==> config.mk <==
export PLATFORM = sky130hd
export DESIGN_NAME = exec_top
export DESIGN_NICKNAME = d
export VERILOG_FILES = /design/src/core_pkg.sv /design/src/stage_if.sv /design/src/exec_top.sv /design/src/exec_pipe.sv /design/src/retire_counter.sv /design/src/hazard_fsm.sv /design/src/regfile.sv /design/src/forward.sv
export SDC_FILE = /design/constraint.sdc
export NUM_CORES = 2
export LEC_CHECK = 0
export BUFFER_PORTS_ARGS = -buffer_cell sky130_fd_sc_hd__clkbuf_2
export CAP_MARGIN = 20
export CELL_PAD_IN_SITES_DETAIL_PLACEMENT = 1
export CELL_PAD_IN_SITES_GLOBAL_PLACEMENT = 2
export CORE_MARGIN = 2
export CORE_UTILIZATION = 50
export DETAILED_ROUTE_END_ITERATION = 8
export PLACE_DENSITY = 0.93
export SLEW_MARGIN = 20
export SYNTH_ARGS = -nofsm -noshare
export SYNTH_HDL_FRONTEND = slang
export SYNTH_SLANG_ARGS = --single-unit
==> constraint.sdc <==
create_clock -name clk -period 11.8 [get_ports clk]
set_input_delay 2.36 -clock clk [delete_from_list [all_inputs] [get_ports clk]]
set_output_delay 2.36 -clock clk [all_outputs]
set_load 0.01 [all_outputs]
==> src/core_pkg.sv <==
// Shared widths and encodings; the data memory is word addressed and has no byte lanes
package core_pkg;

  localparam int xlen        = 32;
  localparam int reg_addr_w  = 5;
  localparam int num_regs    = 2 ** reg_addr_w;
  localparam int dmem_words  = 16;
  localparam int dmem_addr_w = $clog2(dmem_words);
  localparam int cnt_w       = 16; // Retire and stall counters

  typedef enum logic [2:0] {
    ADD  = 3'd0,
    SUB  = 3'd1,
    AND  = 3'd2,
    OR   = 3'd3,
    XOR  = 3'd4,
    ADDI = 3'd5,
    LW   = 3'd6,
    SW   = 3'd7
  } op_e;

  // Writeback source
  typedef enum logic [1:0] {
    NONE       = 2'd0, // No register write
    EXE_TO_REG = 2'd1,
    MEM_TO_REG = 2'd2
  } wr_ctrl_e;

  // Decoded instruction as issued into EX
  typedef struct packed {
    op_e                   op;
    logic [reg_addr_w-1:0] rs1;
    logic [reg_addr_w-1:0] rs2;
    logic [reg_addr_w-1:0] rd;
    logic [xlen-1:0]       imm;
  } issue_t;

endpackage
==> src/stage_if.sv <==
// Writeback fields of one stage register; reg_wr_ena is already low for bubbles and rd x0
`timescale 1ns/10ps
interface stage_if;
  import core_pkg::*;

  logic [reg_addr_w-1:0] reg_wr_addr;
  logic                  reg_wr_ena;
  wr_ctrl_e              reg_wr_ctrl;
  logic [xlen-1:0]       ex_data;  // ALU result
  logic [xlen-1:0]       mem_data; // Load data

  modport src (
    output reg_wr_addr, reg_wr_ena, reg_wr_ctrl, ex_data, mem_data
  );

  modport fwd (
    input reg_wr_addr, reg_wr_ena, reg_wr_ctrl, ex_data, mem_data
  );

  modport sink (
    input reg_wr_addr, reg_wr_ena, reg_wr_ctrl, ex_data, mem_data
  );

endinterface

==> src/exec_top.sv <==
// Inputs must stay stable until accepted with issue_ready high; results retire 3 cycles later
`timescale 1ns/10ps
module exec_top (
  input  logic                            clk,
  input  logic                            rst_n,
  input  logic                            issue_valid,
  input  core_pkg::op_e                   issue_op,
  input  logic [core_pkg::reg_addr_w-1:0] issue_rs1,
  input  logic [core_pkg::reg_addr_w-1:0] issue_rs2,
  input  logic [core_pkg::reg_addr_w-1:0] issue_rd,
  input  logic [core_pkg::xlen-1:0]       issue_imm,
  output logic                            issue_ready,
  output logic                            retire_valid,
  output logic [core_pkg::reg_addr_w-1:0] retire_rd,
  output logic [core_pkg::xlen-1:0]       retire_data,
  output logic [core_pkg::cnt_w-1:0]      retired_count,
  output logic [core_pkg::cnt_w-1:0]      stall_count
);
  import core_pkg::*;

  issue_t          issue;
  issue_t          ex_issue;
  logic            ex_valid;
  logic            stall;
  logic [xlen-1:0] rs1_data;
  logic [xlen-1:0] rs2_data;
  logic [xlen-1:0] rs1_forward;
  logic [xlen-1:0] rs2_forward;

  stage_if mem_bus ();
  stage_if wb_bus ();

  assign issue = '{op: issue_op, rs1: issue_rs1, rs2: issue_rs2, rd: issue_rd, imm: issue_imm};

  exec_pipe i_exec_pipe (
    .clk, .rst_n, .issue_valid, .issue, .stall, .rs1_forward, .rs2_forward,
    .ex_valid, .ex_issue, .mem_bus, .wb_bus, .retire_valid, .retire_rd, .retire_data
  );

  forward i_forward (
    .rs1_addr(ex_issue.rs1), .rs2_addr(ex_issue.rs2),
    .rs1_now(rs1_data), .rs2_now(rs2_data),
    .mem_bus, .wb_bus, .rs1_forward, .rs2_forward
  );

  regfile i_regfile (
    .clk, .rst_n, .rs1_addr(ex_issue.rs1), .rs2_addr(ex_issue.rs2),
    .wb_bus, .rs1_data, .rs2_data
  );

  hazard_fsm i_hazard_fsm (.clk, .rst_n, .ex_valid, .ex_issue, .mem_bus, .stall, .issue_ready);

  retire_counter i_retire_counter (
    .clk, .rst_n, .retire_valid, .stall, .retired_count, .stall_count
  );

endmodule

==> src/exec_pipe.sv <==
// Addresses are word indices (rs1+imm modulo dmem_words); SW retires with rd 0 and its address as data
`timescale 1ns/10ps
module exec_pipe (
  input  logic                            clk,
  input  logic                            rst_n,
  input  logic                            issue_valid,
  input  core_pkg::issue_t                issue,
  input  logic                            stall,
  input  logic [core_pkg::xlen-1:0]       rs1_forward,
  input  logic [core_pkg::xlen-1:0]       rs2_forward,
  output logic                            ex_valid,
  output core_pkg::issue_t                ex_issue,
  stage_if.src                            mem_bus,
  stage_if.src                            wb_bus,
  output logic                            retire_valid,
  output logic [core_pkg::reg_addr_w-1:0] retire_rd,
  output logic [core_pkg::xlen-1:0]       retire_data
);
  import core_pkg::*;

  logic                   mem_valid;
  op_e                    mem_op;
  wr_ctrl_e               mem_ctrl;
  logic [reg_addr_w-1:0]  mem_rd;
  logic [xlen-1:0]        mem_alu;
  logic [xlen-1:0]        mem_store;
  logic [dmem_addr_w-1:0] mem_idx;
  logic                   wb_valid;
  wr_ctrl_e               wb_ctrl;
  logic [reg_addr_w-1:0]  wb_rd;
  logic [xlen-1:0]        wb_ex_data;
  logic [xlen-1:0]        wb_mem_data;
  logic [xlen-1:0]        alu_out;
  logic [xlen-1:0]        dmem [dmem_words];

  function automatic wr_ctrl_e ctrl_of(input op_e op);
    case (op)
      LW:      return MEM_TO_REG;
      SW:      return NONE;
      default: return EXE_TO_REG;
    endcase
  endfunction

  // EX register holds its instruction while stalled
  always_ff @(posedge clk) begin
    if (!rst_n) begin
      ex_valid <= 1'b0;
    end else if (!stall) begin
      ex_valid <= issue_valid;
    end
  end

  always_ff @(posedge clk) begin
    if (issue_valid && !stall) begin
      ex_issue <= issue;
    end
  end

  always_comb begin
    case (ex_issue.op)
      ADD:     alu_out = rs1_forward + rs2_forward;
      SUB:     alu_out = rs1_forward - rs2_forward;
      AND:     alu_out = rs1_forward & rs2_forward;
      OR:      alu_out = rs1_forward | rs2_forward;
      XOR:     alu_out = rs1_forward ^ rs2_forward;
      default: alu_out = rs1_forward + ex_issue.imm; // ADDI and address
    endcase
  end

  always_ff @(posedge clk) begin
    if (!rst_n) begin
      mem_valid <= 1'b0;
      wb_valid  <= 1'b0;
    end else begin
      mem_valid <= ex_valid && !stall; // Bubble on stall
      wb_valid  <= mem_valid;
    end
  end

  always_ff @(posedge clk) begin
    mem_op      <= ex_issue.op;
    mem_rd      <= ex_issue.rd;
    mem_alu     <= alu_out;
    mem_store   <= rs2_forward;
    wb_ctrl     <= mem_ctrl;
    wb_rd       <= mem_rd;
    wb_ex_data  <= mem_alu;
    wb_mem_data <= mem_bus.mem_data;
  end

  always_ff @(posedge clk) begin
    if (!rst_n) begin
      for (int i = 0; i < dmem_words; i++) begin
        dmem[i] <= '0;
      end
    end else if (mem_valid && (mem_op == SW)) begin
      dmem[mem_idx] <= mem_store;
    end
  end

  assign mem_idx  = mem_alu[dmem_addr_w-1:0];
  assign mem_ctrl = ctrl_of(mem_op);

  assign mem_bus.reg_wr_addr = mem_rd;
  assign mem_bus.reg_wr_ena  = mem_valid && (mem_ctrl != NONE) && (mem_rd != '0);
  assign mem_bus.reg_wr_ctrl = mem_ctrl;
  assign mem_bus.ex_data     = mem_alu;
  assign mem_bus.mem_data    = dmem[mem_idx]; // Asynchronous read

  assign wb_bus.reg_wr_addr = wb_rd;
  assign wb_bus.reg_wr_ena  = wb_valid && (wb_ctrl != NONE) && (wb_rd != '0);
  assign wb_bus.reg_wr_ctrl = wb_ctrl;
  assign wb_bus.ex_data     = wb_ex_data;
  assign wb_bus.mem_data    = wb_mem_data;

  assign retire_valid = wb_valid;
  assign retire_rd    = (wb_ctrl == NONE) ? '0 : wb_rd;
  assign retire_data  = (wb_ctrl == MEM_TO_REG) ? wb_mem_data : wb_ex_data;

endmodule

==> src/retire_counter.sv <==
// Saturating 16-bit counters of retired instructions and stall cycles, cleared only by reset
`timescale 1ns/10ps
module retire_counter (
  input  logic                       clk,
  input  logic                       rst_n,
  input  logic                       retire_valid,
  input  logic                       stall,
  output logic [core_pkg::cnt_w-1:0] retired_count,
  output logic [core_pkg::cnt_w-1:0] stall_count
);
  import core_pkg::*;

  always_ff @(posedge clk) begin
    if (!rst_n) begin
      retired_count <= '0;
      stall_count   <= '0;
    end else begin
      if (retire_valid && (retired_count != '1)) begin
        retired_count <= retired_count + 1'b1;
      end
      if (stall && (stall_count != '1)) begin
        stall_count <= stall_count + 1'b1;
      end
    end
  end

  a_no_decrease: assert property (@(posedge clk) disable iff (!rst_n)
    $past(rst_n) |-> (retired_count >= $past(retired_count)) &&
                     (stall_count >= $past(stall_count)));

endmodule

==> src/hazard_fsm.sv <==
// One stall cycle per load-use pair between EX and MEM; issue_ready is simply the inverse of stall
`timescale 1ns/10ps
module hazard_fsm (
  input  logic             clk,
  input  logic             rst_n,
  input  logic             ex_valid,
  input  core_pkg::issue_t ex_issue,
  stage_if.fwd             mem_bus,
  output logic             stall,
  output logic             issue_ready
);
  import core_pkg::*;

  typedef enum logic {
    RUN,
    STALLED
  } state_e;

  state_e state;
  logic   uses_rs2;
  logic   load_in_mem;
  logic   load_use;

  assign uses_rs2    = !(ex_issue.op inside {ADDI, LW}); // R-type and SW read rs2
  assign load_in_mem = mem_bus.reg_wr_ena && (mem_bus.reg_wr_ctrl == MEM_TO_REG);
  assign load_use    = ex_valid && load_in_mem &&
                       ((ex_issue.rs1 == mem_bus.reg_wr_addr) ||
                        (uses_rs2 && (ex_issue.rs2 == mem_bus.reg_wr_addr)));

  assign stall       = load_use && (state == RUN);
  assign issue_ready = !stall;

  // STALLED always lasts a single cycle
  always_ff @(posedge clk) begin
    if (!rst_n) begin
      state <= RUN;
    end else begin
      state <= stall ? STALLED : RUN;
    end
  end

  // Bubble into MEM must clear the hazard, so a load in MEM never feeds EX unstalled
  a_no_mem_load_fwd: assert property (@(posedge clk) disable iff (!rst_n)
    load_use |-> stall);

endmodule

==> src/regfile.sv <==
// Two asynchronous read ports, one write port from WB; x0 always reads zero
`timescale 1ns/10ps
module regfile (
  input  logic                            clk,
  input  logic                            rst_n,
  input  logic [core_pkg::reg_addr_w-1:0] rs1_addr,
  input  logic [core_pkg::reg_addr_w-1:0] rs2_addr,
  stage_if.sink                           wb_bus,
  output logic [core_pkg::xlen-1:0]       rs1_data,
  output logic [core_pkg::xlen-1:0]       rs2_data
);
  import core_pkg::*;

  logic [xlen-1:0] regs [num_regs];
  logic [xlen-1:0] wr_data;

  assign wr_data = (wb_bus.reg_wr_ctrl == MEM_TO_REG) ? wb_bus.mem_data : wb_bus.ex_data;

  always_ff @(posedge clk) begin
    if (!rst_n) begin
      for (int i = 0; i < num_regs; i++) begin
        regs[i] <= '0;
      end
    end else if (wb_bus.reg_wr_ena) begin
      regs[wb_bus.reg_wr_addr] <= wr_data;
    end
  end

  assign rs1_data = (rs1_addr == '0) ? '0 : regs[rs1_addr];
  assign rs2_data = (rs2_addr == '0) ? '0 : regs[rs2_addr];

  // The pipe must already have dropped writes to x0
  a_no_x0_write: assert property (@(posedge clk) disable iff (!rst_n)
    wb_bus.reg_wr_ena |-> (wb_bus.reg_wr_addr != '0));

endmodule

==> src/forward.sv <==
// Bypass from MEM and WB only; a load still in MEM is never forwarded, hazard_fsm stalls instead
`timescale 1ns/10ps
module forward (
  input  logic [core_pkg::reg_addr_w-1:0] rs1_addr,
  input  logic [core_pkg::reg_addr_w-1:0] rs2_addr,
  input  logic [core_pkg::xlen-1:0]       rs1_now,
  input  logic [core_pkg::xlen-1:0]       rs2_now,
  stage_if.fwd                            mem_bus,
  stage_if.fwd                            wb_bus,
  output logic [core_pkg::xlen-1:0]       rs1_forward,
  output logic [core_pkg::xlen-1:0]       rs2_forward
);
  import core_pkg::*;

  // Same rules for both operands, each stage checked with its own control
  function automatic logic [xlen-1:0] bypass(
    input logic [reg_addr_w-1:0] addr,
    input logic [xlen-1:0]       now
  );
    logic mem_hit;
    logic wb_hit;
    mem_hit = mem_bus.reg_wr_ena && (|addr) && (mem_bus.reg_wr_addr == addr);
    wb_hit  = wb_bus.reg_wr_ena && (|addr) && (wb_bus.reg_wr_addr == addr);
    if (mem_hit && (mem_bus.reg_wr_ctrl == EXE_TO_REG)) begin
      return mem_bus.ex_data; // Youngest result wins
    end else if (wb_hit && (wb_bus.reg_wr_ctrl == EXE_TO_REG)) begin
      return wb_bus.ex_data;
    end else if (wb_hit && (wb_bus.reg_wr_ctrl == MEM_TO_REG)) begin
      return wb_bus.mem_data;
    end
    return now;
  endfunction

  always_comb begin
    rs1_forward = bypass(rs1_addr, rs1_now);
    rs2_forward = bypass(rs2_addr, rs2_now);
  end

endmodule

# ---- Word level (Yosys, flattened, before mapping)
# Memories as Yosys holds them, arrays and structs flattened. A register that Yosys moved wholly into a read port is not among the register bits.
# Cells that the tools add are included.
dict set report word_totals {
  reg_bits 197
  mem_bits_rw 1536
  in_bits 53
  output_inout_bits 71
  memories 2
}
dict set report op_classes {
  addsub 5
  n_eq_ne 20
  n_mux 36
  n_bitwise 4
  reduce_logical 44
}
# name words width rd rd_ports_with_merged_regs wr line_no
set memory_table {}
lappend memory_table {i_regfile.regs 32 32 2 2 32 regfile.sv:14} ;# logic [xlen-1:0] regs [num_regs];
lappend memory_table {i_exec_pipe.dmem 16 32 1 1 16 exec_pipe.sv:34} ;# logic [xlen-1:0] dmem [dmem_words];
# op n
set ops {}
lappend ops {{$mux 32} 13}
lappend ops {{$pmux 32 s5} 1}
lappend ops {{$add 32x32->32} 2}
lappend ops {{$reduce_or 32->1} 2}
lappend ops {{$add 16x1->16 const B} 2}
lappend ops {{$and 32x32->32} 1}
lappend ops {{$ne 16x16->1 const B} 2}
lappend ops {{$or 32x32->32} 1}
lappend ops {{$sub 32x32->32} 1}
lappend ops {{$xor 32x32->32} 1}
lappend ops {{$eq 5x5->1} 6}
lappend ops {{$logic_and 1x1->1} 28}
lappend ops {{$mux 5} 4}
lappend ops {{$mux 1} 16}
lappend ops {{$eq 3x3->1 const B} 5}
lappend ops {{$logic_not 5->1} 2}
lappend ops {{$reduce_bool 5->1} 2}
lappend ops {{$reduce_or 5->1} 2}
lappend ops {{$eq 3x2->1 const B} 2}
lappend ops {{$reduce_bool 2->1} 3}
lappend ops {{$eq 2x1->1 const B} 2}
lappend ops {{$eq 2x2->1 const B} 2}
lappend ops {{$mux 4} 1}
lappend ops {{$pmux 2 s2} 1}
lappend ops {{6 further kinds} 7}

# ---- Logic depth before layout (Yosys ltp)
dict set report logic_depth {
  word_depth 12
  ltp_mapped 33
}

# ---- Modules after synthesis
# Synthesis repeated with hierarchy kept, for this count alone.
dict set report unflattened {
  cells_unflattened 6508
  area_unflattened_um2 89082.9
}
# module n_inst cells_per_inst area_each_um2 seq_area_each_um2
set by_module_without_submodules {}
lappend by_module_without_submodules {regfile 1 3560 52044.9 30749.5}
lappend by_module_without_submodules {exec_pipe 1 2328 32524.9 19799.0}
lappend by_module_without_submodules {forward 1 401 2666.3 0.0}
lappend by_module_without_submodules {retire_counter 1 197 1667.8 640.6}
lappend by_module_without_submodules {hazard_fsm 1 22 178.9 20.0}

# ---- Worst setup path before layout
# OpenSTA, ideal clock, no wires.
dict set report synth_timing {
  kind {register -> register}
  startpoint {register with a tool-made name}
  endpoint {register i_exec_pipe.mem_alu[29], in the netlist i_exec_pipe.mem_bus.ex_data[29]}
  arrival_ns 6.311
  path_slack_ns 5.360
  stages_incl_launch_ff 32
  path_buffers 5
  cell_sequence {dfxtp_1 -> buf_2 -> buf_2 -> buf_2 -> buf_4 -> clkbuf_1 -> mux2i_1 -> a22oi_1 -> nand3_1 -> nand3_1 -> a311oi_1 -> nor2_1 -> inv_1 -> ha_1 -> inv_1 -> nor4_1 -> a31oi_1 -> xnor2_1 -> a21oi_1 -> ha_1 -> a21oi_1 -> o21ai_0 -> o41a_1 -> a21o_1 -> o2111a_1 -> nand2b_1 -> a311o_1 -> a41o_1 -> a21o_1 -> a21oi_1 -> xor2_1 -> o21ai_0}
}
# element line_no
set synth_rtl {}
lappend synth_rtl {{end signal, assigned} exec_pipe.sv:83} ;# mem_alu <= alu_out;
lappend synth_rtl {{end, declared} exec_pipe.sv:25} ;# logic [xlen-1:0] mem_alu;

==> results.json <==
{
  "status": "finished, final reports clean",
  "crit_arrival_ps": 9410,
  "rows": 154,
  "slowest_stage": "a221oi_1",
  "reg2reg_to": "i_exec_pipe.mem_bus.ex_data[30]$_DFF_P_",
  "max_stage_delay_ps": 900,
  "die_x_um": 425,
  "power.total_mw": 17.6,
  "grt_pass1_vias": 64300,
  "synth_top_area_cell": "edfxtp_1",
  "syn2layout_area_growth_pct": 11.3,
  "startpoint_type": "flop",
  "slew_viol_final": 0,
  "dr.pass1.iters": 6,
  "pin_count": 124,
  "syn_inst": 6358,
  "path_max_fanout": 38,
  "path_cells": "buf_4, buf_4, mux4_1, mux4_2, nand2_1, o21ai_0, a221oi_1, and3_1, a21oi_1, xnor2_1, a21oi_1, ha_1, a21oi_1, o21bai_1, a21o_1, a2111oi_0, a21oi_1, a221oi_1, o21ai_0, a31oi_1, nand4b_1, o211ai_1",
  "reg2reg_setup_slack_ps": 3140,
  "die_h_um": 425,
  "finalWirelength_um": 318000,
  "synth-async-reset-ratio_pct": 0,
  "fin_setup_tns_ps": 0,
  "worstMarginPinSlew_ps": 1190,
  "syn_area_per_cell_um2": 13.9,
  "antenna_found_initial": 14,
  "ys_warn_count": 0,
  "crit_end": "i_exec_pipe.mem_bus.ex_data[30]$_DFF_P_",
  "path_common_cell": "a21oi_1",
  "design.core.area_um2": 176000,
  "p_per_area_nw_per_um2": 179,
  "fin_area_um2": 98500,
  "p_leak_nw": 36.2,
  "crit_type": "reg2reg",
  "layout.nets": 6488,
  "synth-seq-area-share_pct": 58.1,
  "post_cts_buffers": 0,
  "cts_root_buf": "clkbuf_16",
  "synth_top_area_share_pct": 53.8,
  "hp-class": "reg2reg",
  "drive_above_1_share_pct": 22.2,
  "start_util_pct": 50.3,
  "period_share_pct": 73.4,
  "crit_path_end_kind": "flop",
  "dpl-instance-area_um2": 92200,
  "nFillCells": 16700,
  "numCtsBuffers": 187,
  "ant_nets": 0,
  "cp.required_ps": 12550,
  "gp_congestion": 0.892,
  "peakVddDrop_uv": 179,
  "gr-total-overflow": 0,
  "cts_tree": "done",
  "clock_latency_ps": 840,
  "num_vias": 60700,
  "max_clock_freq_mhz": 116,
  "synth-edff-count": 1586,
  "synthTopCellsByArea": "edfxtp_1, mux4_2, nor2_1",
  "max_cap_violations": 0,
  "rsz0062_at_grt": "false",
  "ys_types": 90,
  "skew_ps": 50.4,
  "clk_path_buf_depth": 3,
  "h-tree-depth": 4,
  "setup_violations": 0,
  "netlist_area_um2": 88500,
  "io_buffers": 123,
  "post-route-min-period_ps": 8660,
  "grtUsageTotal_pct": 35.2,
  "dp_hpwl_um": 192000,
  "postCtsHoldBufs": 0,
  "viasPerCell": 6.87,
  "grt_max_degree": 126,
  "synth-seq-cells": 1775,
  "wl_per_cell_um": 36.0,
  "cts.sink_count": 1775,
  "hold_violations": 0,
  "cts-resized-gates": 0,
  "drc": 0,
  "synth_ff_type": "edfxtp_1",
  "reg2regPathDepth": 22,
  "slew-limit-headroom_pct": 19.7,
  "die_area_um2": 180000,
  "clk_pin_slew_worst_paths_ps": 60,
  "grt_pass1_wl_um": 457000,
  "drt_iter0_markers": 8732
}
metrics by stage:
stage	hold slack (ps)	util [%]	setup slack [ps]	cells
2_1_floorplan	323	-	5360	6389
3_3_place_gp	329	52.4	3370	8483
3_5_place_dp	330	52.4	3310	8485
4_1_cts	341	56.0	3260	8826
5_1_grt	357	56.0	2610	8829
6_report	337	56.0	3140	8833
layout by cell type (no fill, tap or decap), types with 32 or more instances in the layout:
| cell type | instances |
|---|---|
| a21oi_1 | 134 |
| a22oi_1 | 76 |
| and2_1 | 522 |
| buf_4 | 191 |
| clkbuf_1 | 39 |
| clkbuf_16 | 198 |
| clkbuf_2 | 123 |
| conb_1 | 32 |
| dfxtp_1 | 176 |
| edfxtp_1 | 1586 |
| ha_1 | 99 |
| inv_1 | 117 |
| mux2i_1 | 260 |
| mux2i_4 | 32 |
| mux4_2 | 655 |
| nand2_1 | 156 |
| nand2_2 | 60 |
| nand3_1 | 61 |
| nor2_1 | 1139 |
| o21a_1 | 35 |
| o21ai_0 | 58 |
| o221ai_1 | 38 |
| xnor2_1 | 75 |
| xor2_1 | 51 |
routing by layer:
| layer | track usage, % | up-vias | wire length [um] |
|---|---|---|---|
| met2 | 57.4 | 4414 | 152000 |
| met5 | 0 | - | 112 |
| met4 | 18.3 | 20 | 19700 |
| met1 | 43.2 | 31200 | 108000 |
| li1 | - | 23800 | - |
| met3 | 9.42 | 1218 | 38200 |
area by class of cell:
| type | count | area, um2 | area share [%] |
|---|---|---|---|
| inverter | 121 | 455 | 0.462 |
| timing repair buffer | 322 | 2210 | 2.25 |
| multi-input combinational | 3928 | 35200 | 35.7 |
| clock buffer | 252 | 5300 | 5.38 |
| antenna | 6 | 15.0 | 0.0152 |
| sequential | 1775 | 51500 | 52.2 |
| tap | 2340 | 2930 | 2.97 |
| clock inverter | 89 | 955 | 0.969 |
kinds of logic after synthesis:
group                    Yosys count  synth area share [%]
AND/OR/NAND/NOR                 2163                  11.4
flip-flops                      1775                  58.1
multiplexers                     963                  20.3
buffers and inverters            686                  3.21
AO/OA/AOI/OAI                    544                  4.29
XOR/XNOR                         126                  1.25
adder cells (fa/ha/maj)          100                  1.42
other                              1               0.00424
registers in the layout, indices dropped and copies added (netlist names), named ones only:
signal,flops
i_exec_pipe.wb_bus.reg_wr_addr,5
i_exec_pipe.wb_bus.reg_wr_ctrl,2
i_retire_counter.retired_count,16
i_retire_counter.stall_count,16
i_exec_pipe.dmem,512
i_exec_pipe.mem_valid,1
i_hazard_fsm.state,1
i_exec_pipe.mem_bus.reg_wr_addr,5
i_exec_pipe.wb_bus.ex_data,32
i_exec_pipe.ex_issue,50
i_exec_pipe.retire_valid,1
i_exec_pipe.mem_op,3
i_exec_pipe.ex_valid,1
i_exec_pipe.mem_bus.ex_data,32
i_regfile.regs,1024
i_exec_pipe.mem_store,32
i_exec_pipe.wb_bus.mem_data,32
worst max-delay path, delay by kind of cell (launching register included):
kind / cells / cell delay, ps
adders and majority gates: 1 / 390
xor gates and xnor gates: 1 / 170
AOI/OAI and AO/OA: 13 / 3950
and+or+nand+nor: 3 / 680
DFF: 1 / 870
buffers and inverters: 2 / 1330
muxes: 2 / 1090
power by group:
part | internal (mW) | switching [mW]
Combinational | 1.35 | 2.37
Clock | 3.54 | 2.60
Sequential | 7.23 | 0.560
cell usage after synthesis (all sizes together) (23+ instances only):
cell type and instances:
edfxtp 1586, o21a 35, inv 121, buf 137, mux4 663, xor2 51, nand2 217, xnor2 75
ha 99, a21oi 134, nor3 29, and2 526, nor2 1156, nand4 25, mux2i 292, a221oi 34
o21ai 73, a22oi 76, dfxtp 189, nand2b 23, clkbuf 427, nand3 61, o221ai 39
worst min path at each step:
| stage | to | from | slack, ps | cells past startpoint |
|---|---|---|---|---|
| final | i_exec_pipe.mem_bus.reg_wr_addr[1]$_DFF_P_ | i_exec_pipe.ex_issue[33]$_DFFE_PP_ | 340 | 0 |
| after global routing | i_exec_pipe.mem_bus.reg_wr_addr[4]$_DFF_P_ | i_exec_pipe.ex_issue[36]$_DFFE_PP_ | 360 | 0 |
| after CTS | i_exec_pipe.mem_bus.reg_wr_addr[1]$_DFF_P_ | i_exec_pipe.ex_issue[33]$_DFFE_PP_ | 340 | 0 |
| after detailed placement | i_exec_pipe.mem_bus.reg_wr_addr[1]$_DFF_P_ | i_exec_pipe.ex_issue[33]$_DFFE_PP_ | 330 | 0 |
| after global placement | i_exec_pipe.mem_bus.reg_wr_addr[3]$_DFF_P_ | i_exec_pipe.ex_issue[35]$_DFFE_PP_ | 330 | 0 |
| after floorplan | i_exec_pipe.mem_bus.reg_wr_addr[0]$_DFF_P_ | i_exec_pipe.ex_issue[32]$_DFFE_PP_ | 320 | 0 |
Power figures use the tool's default switching activity.
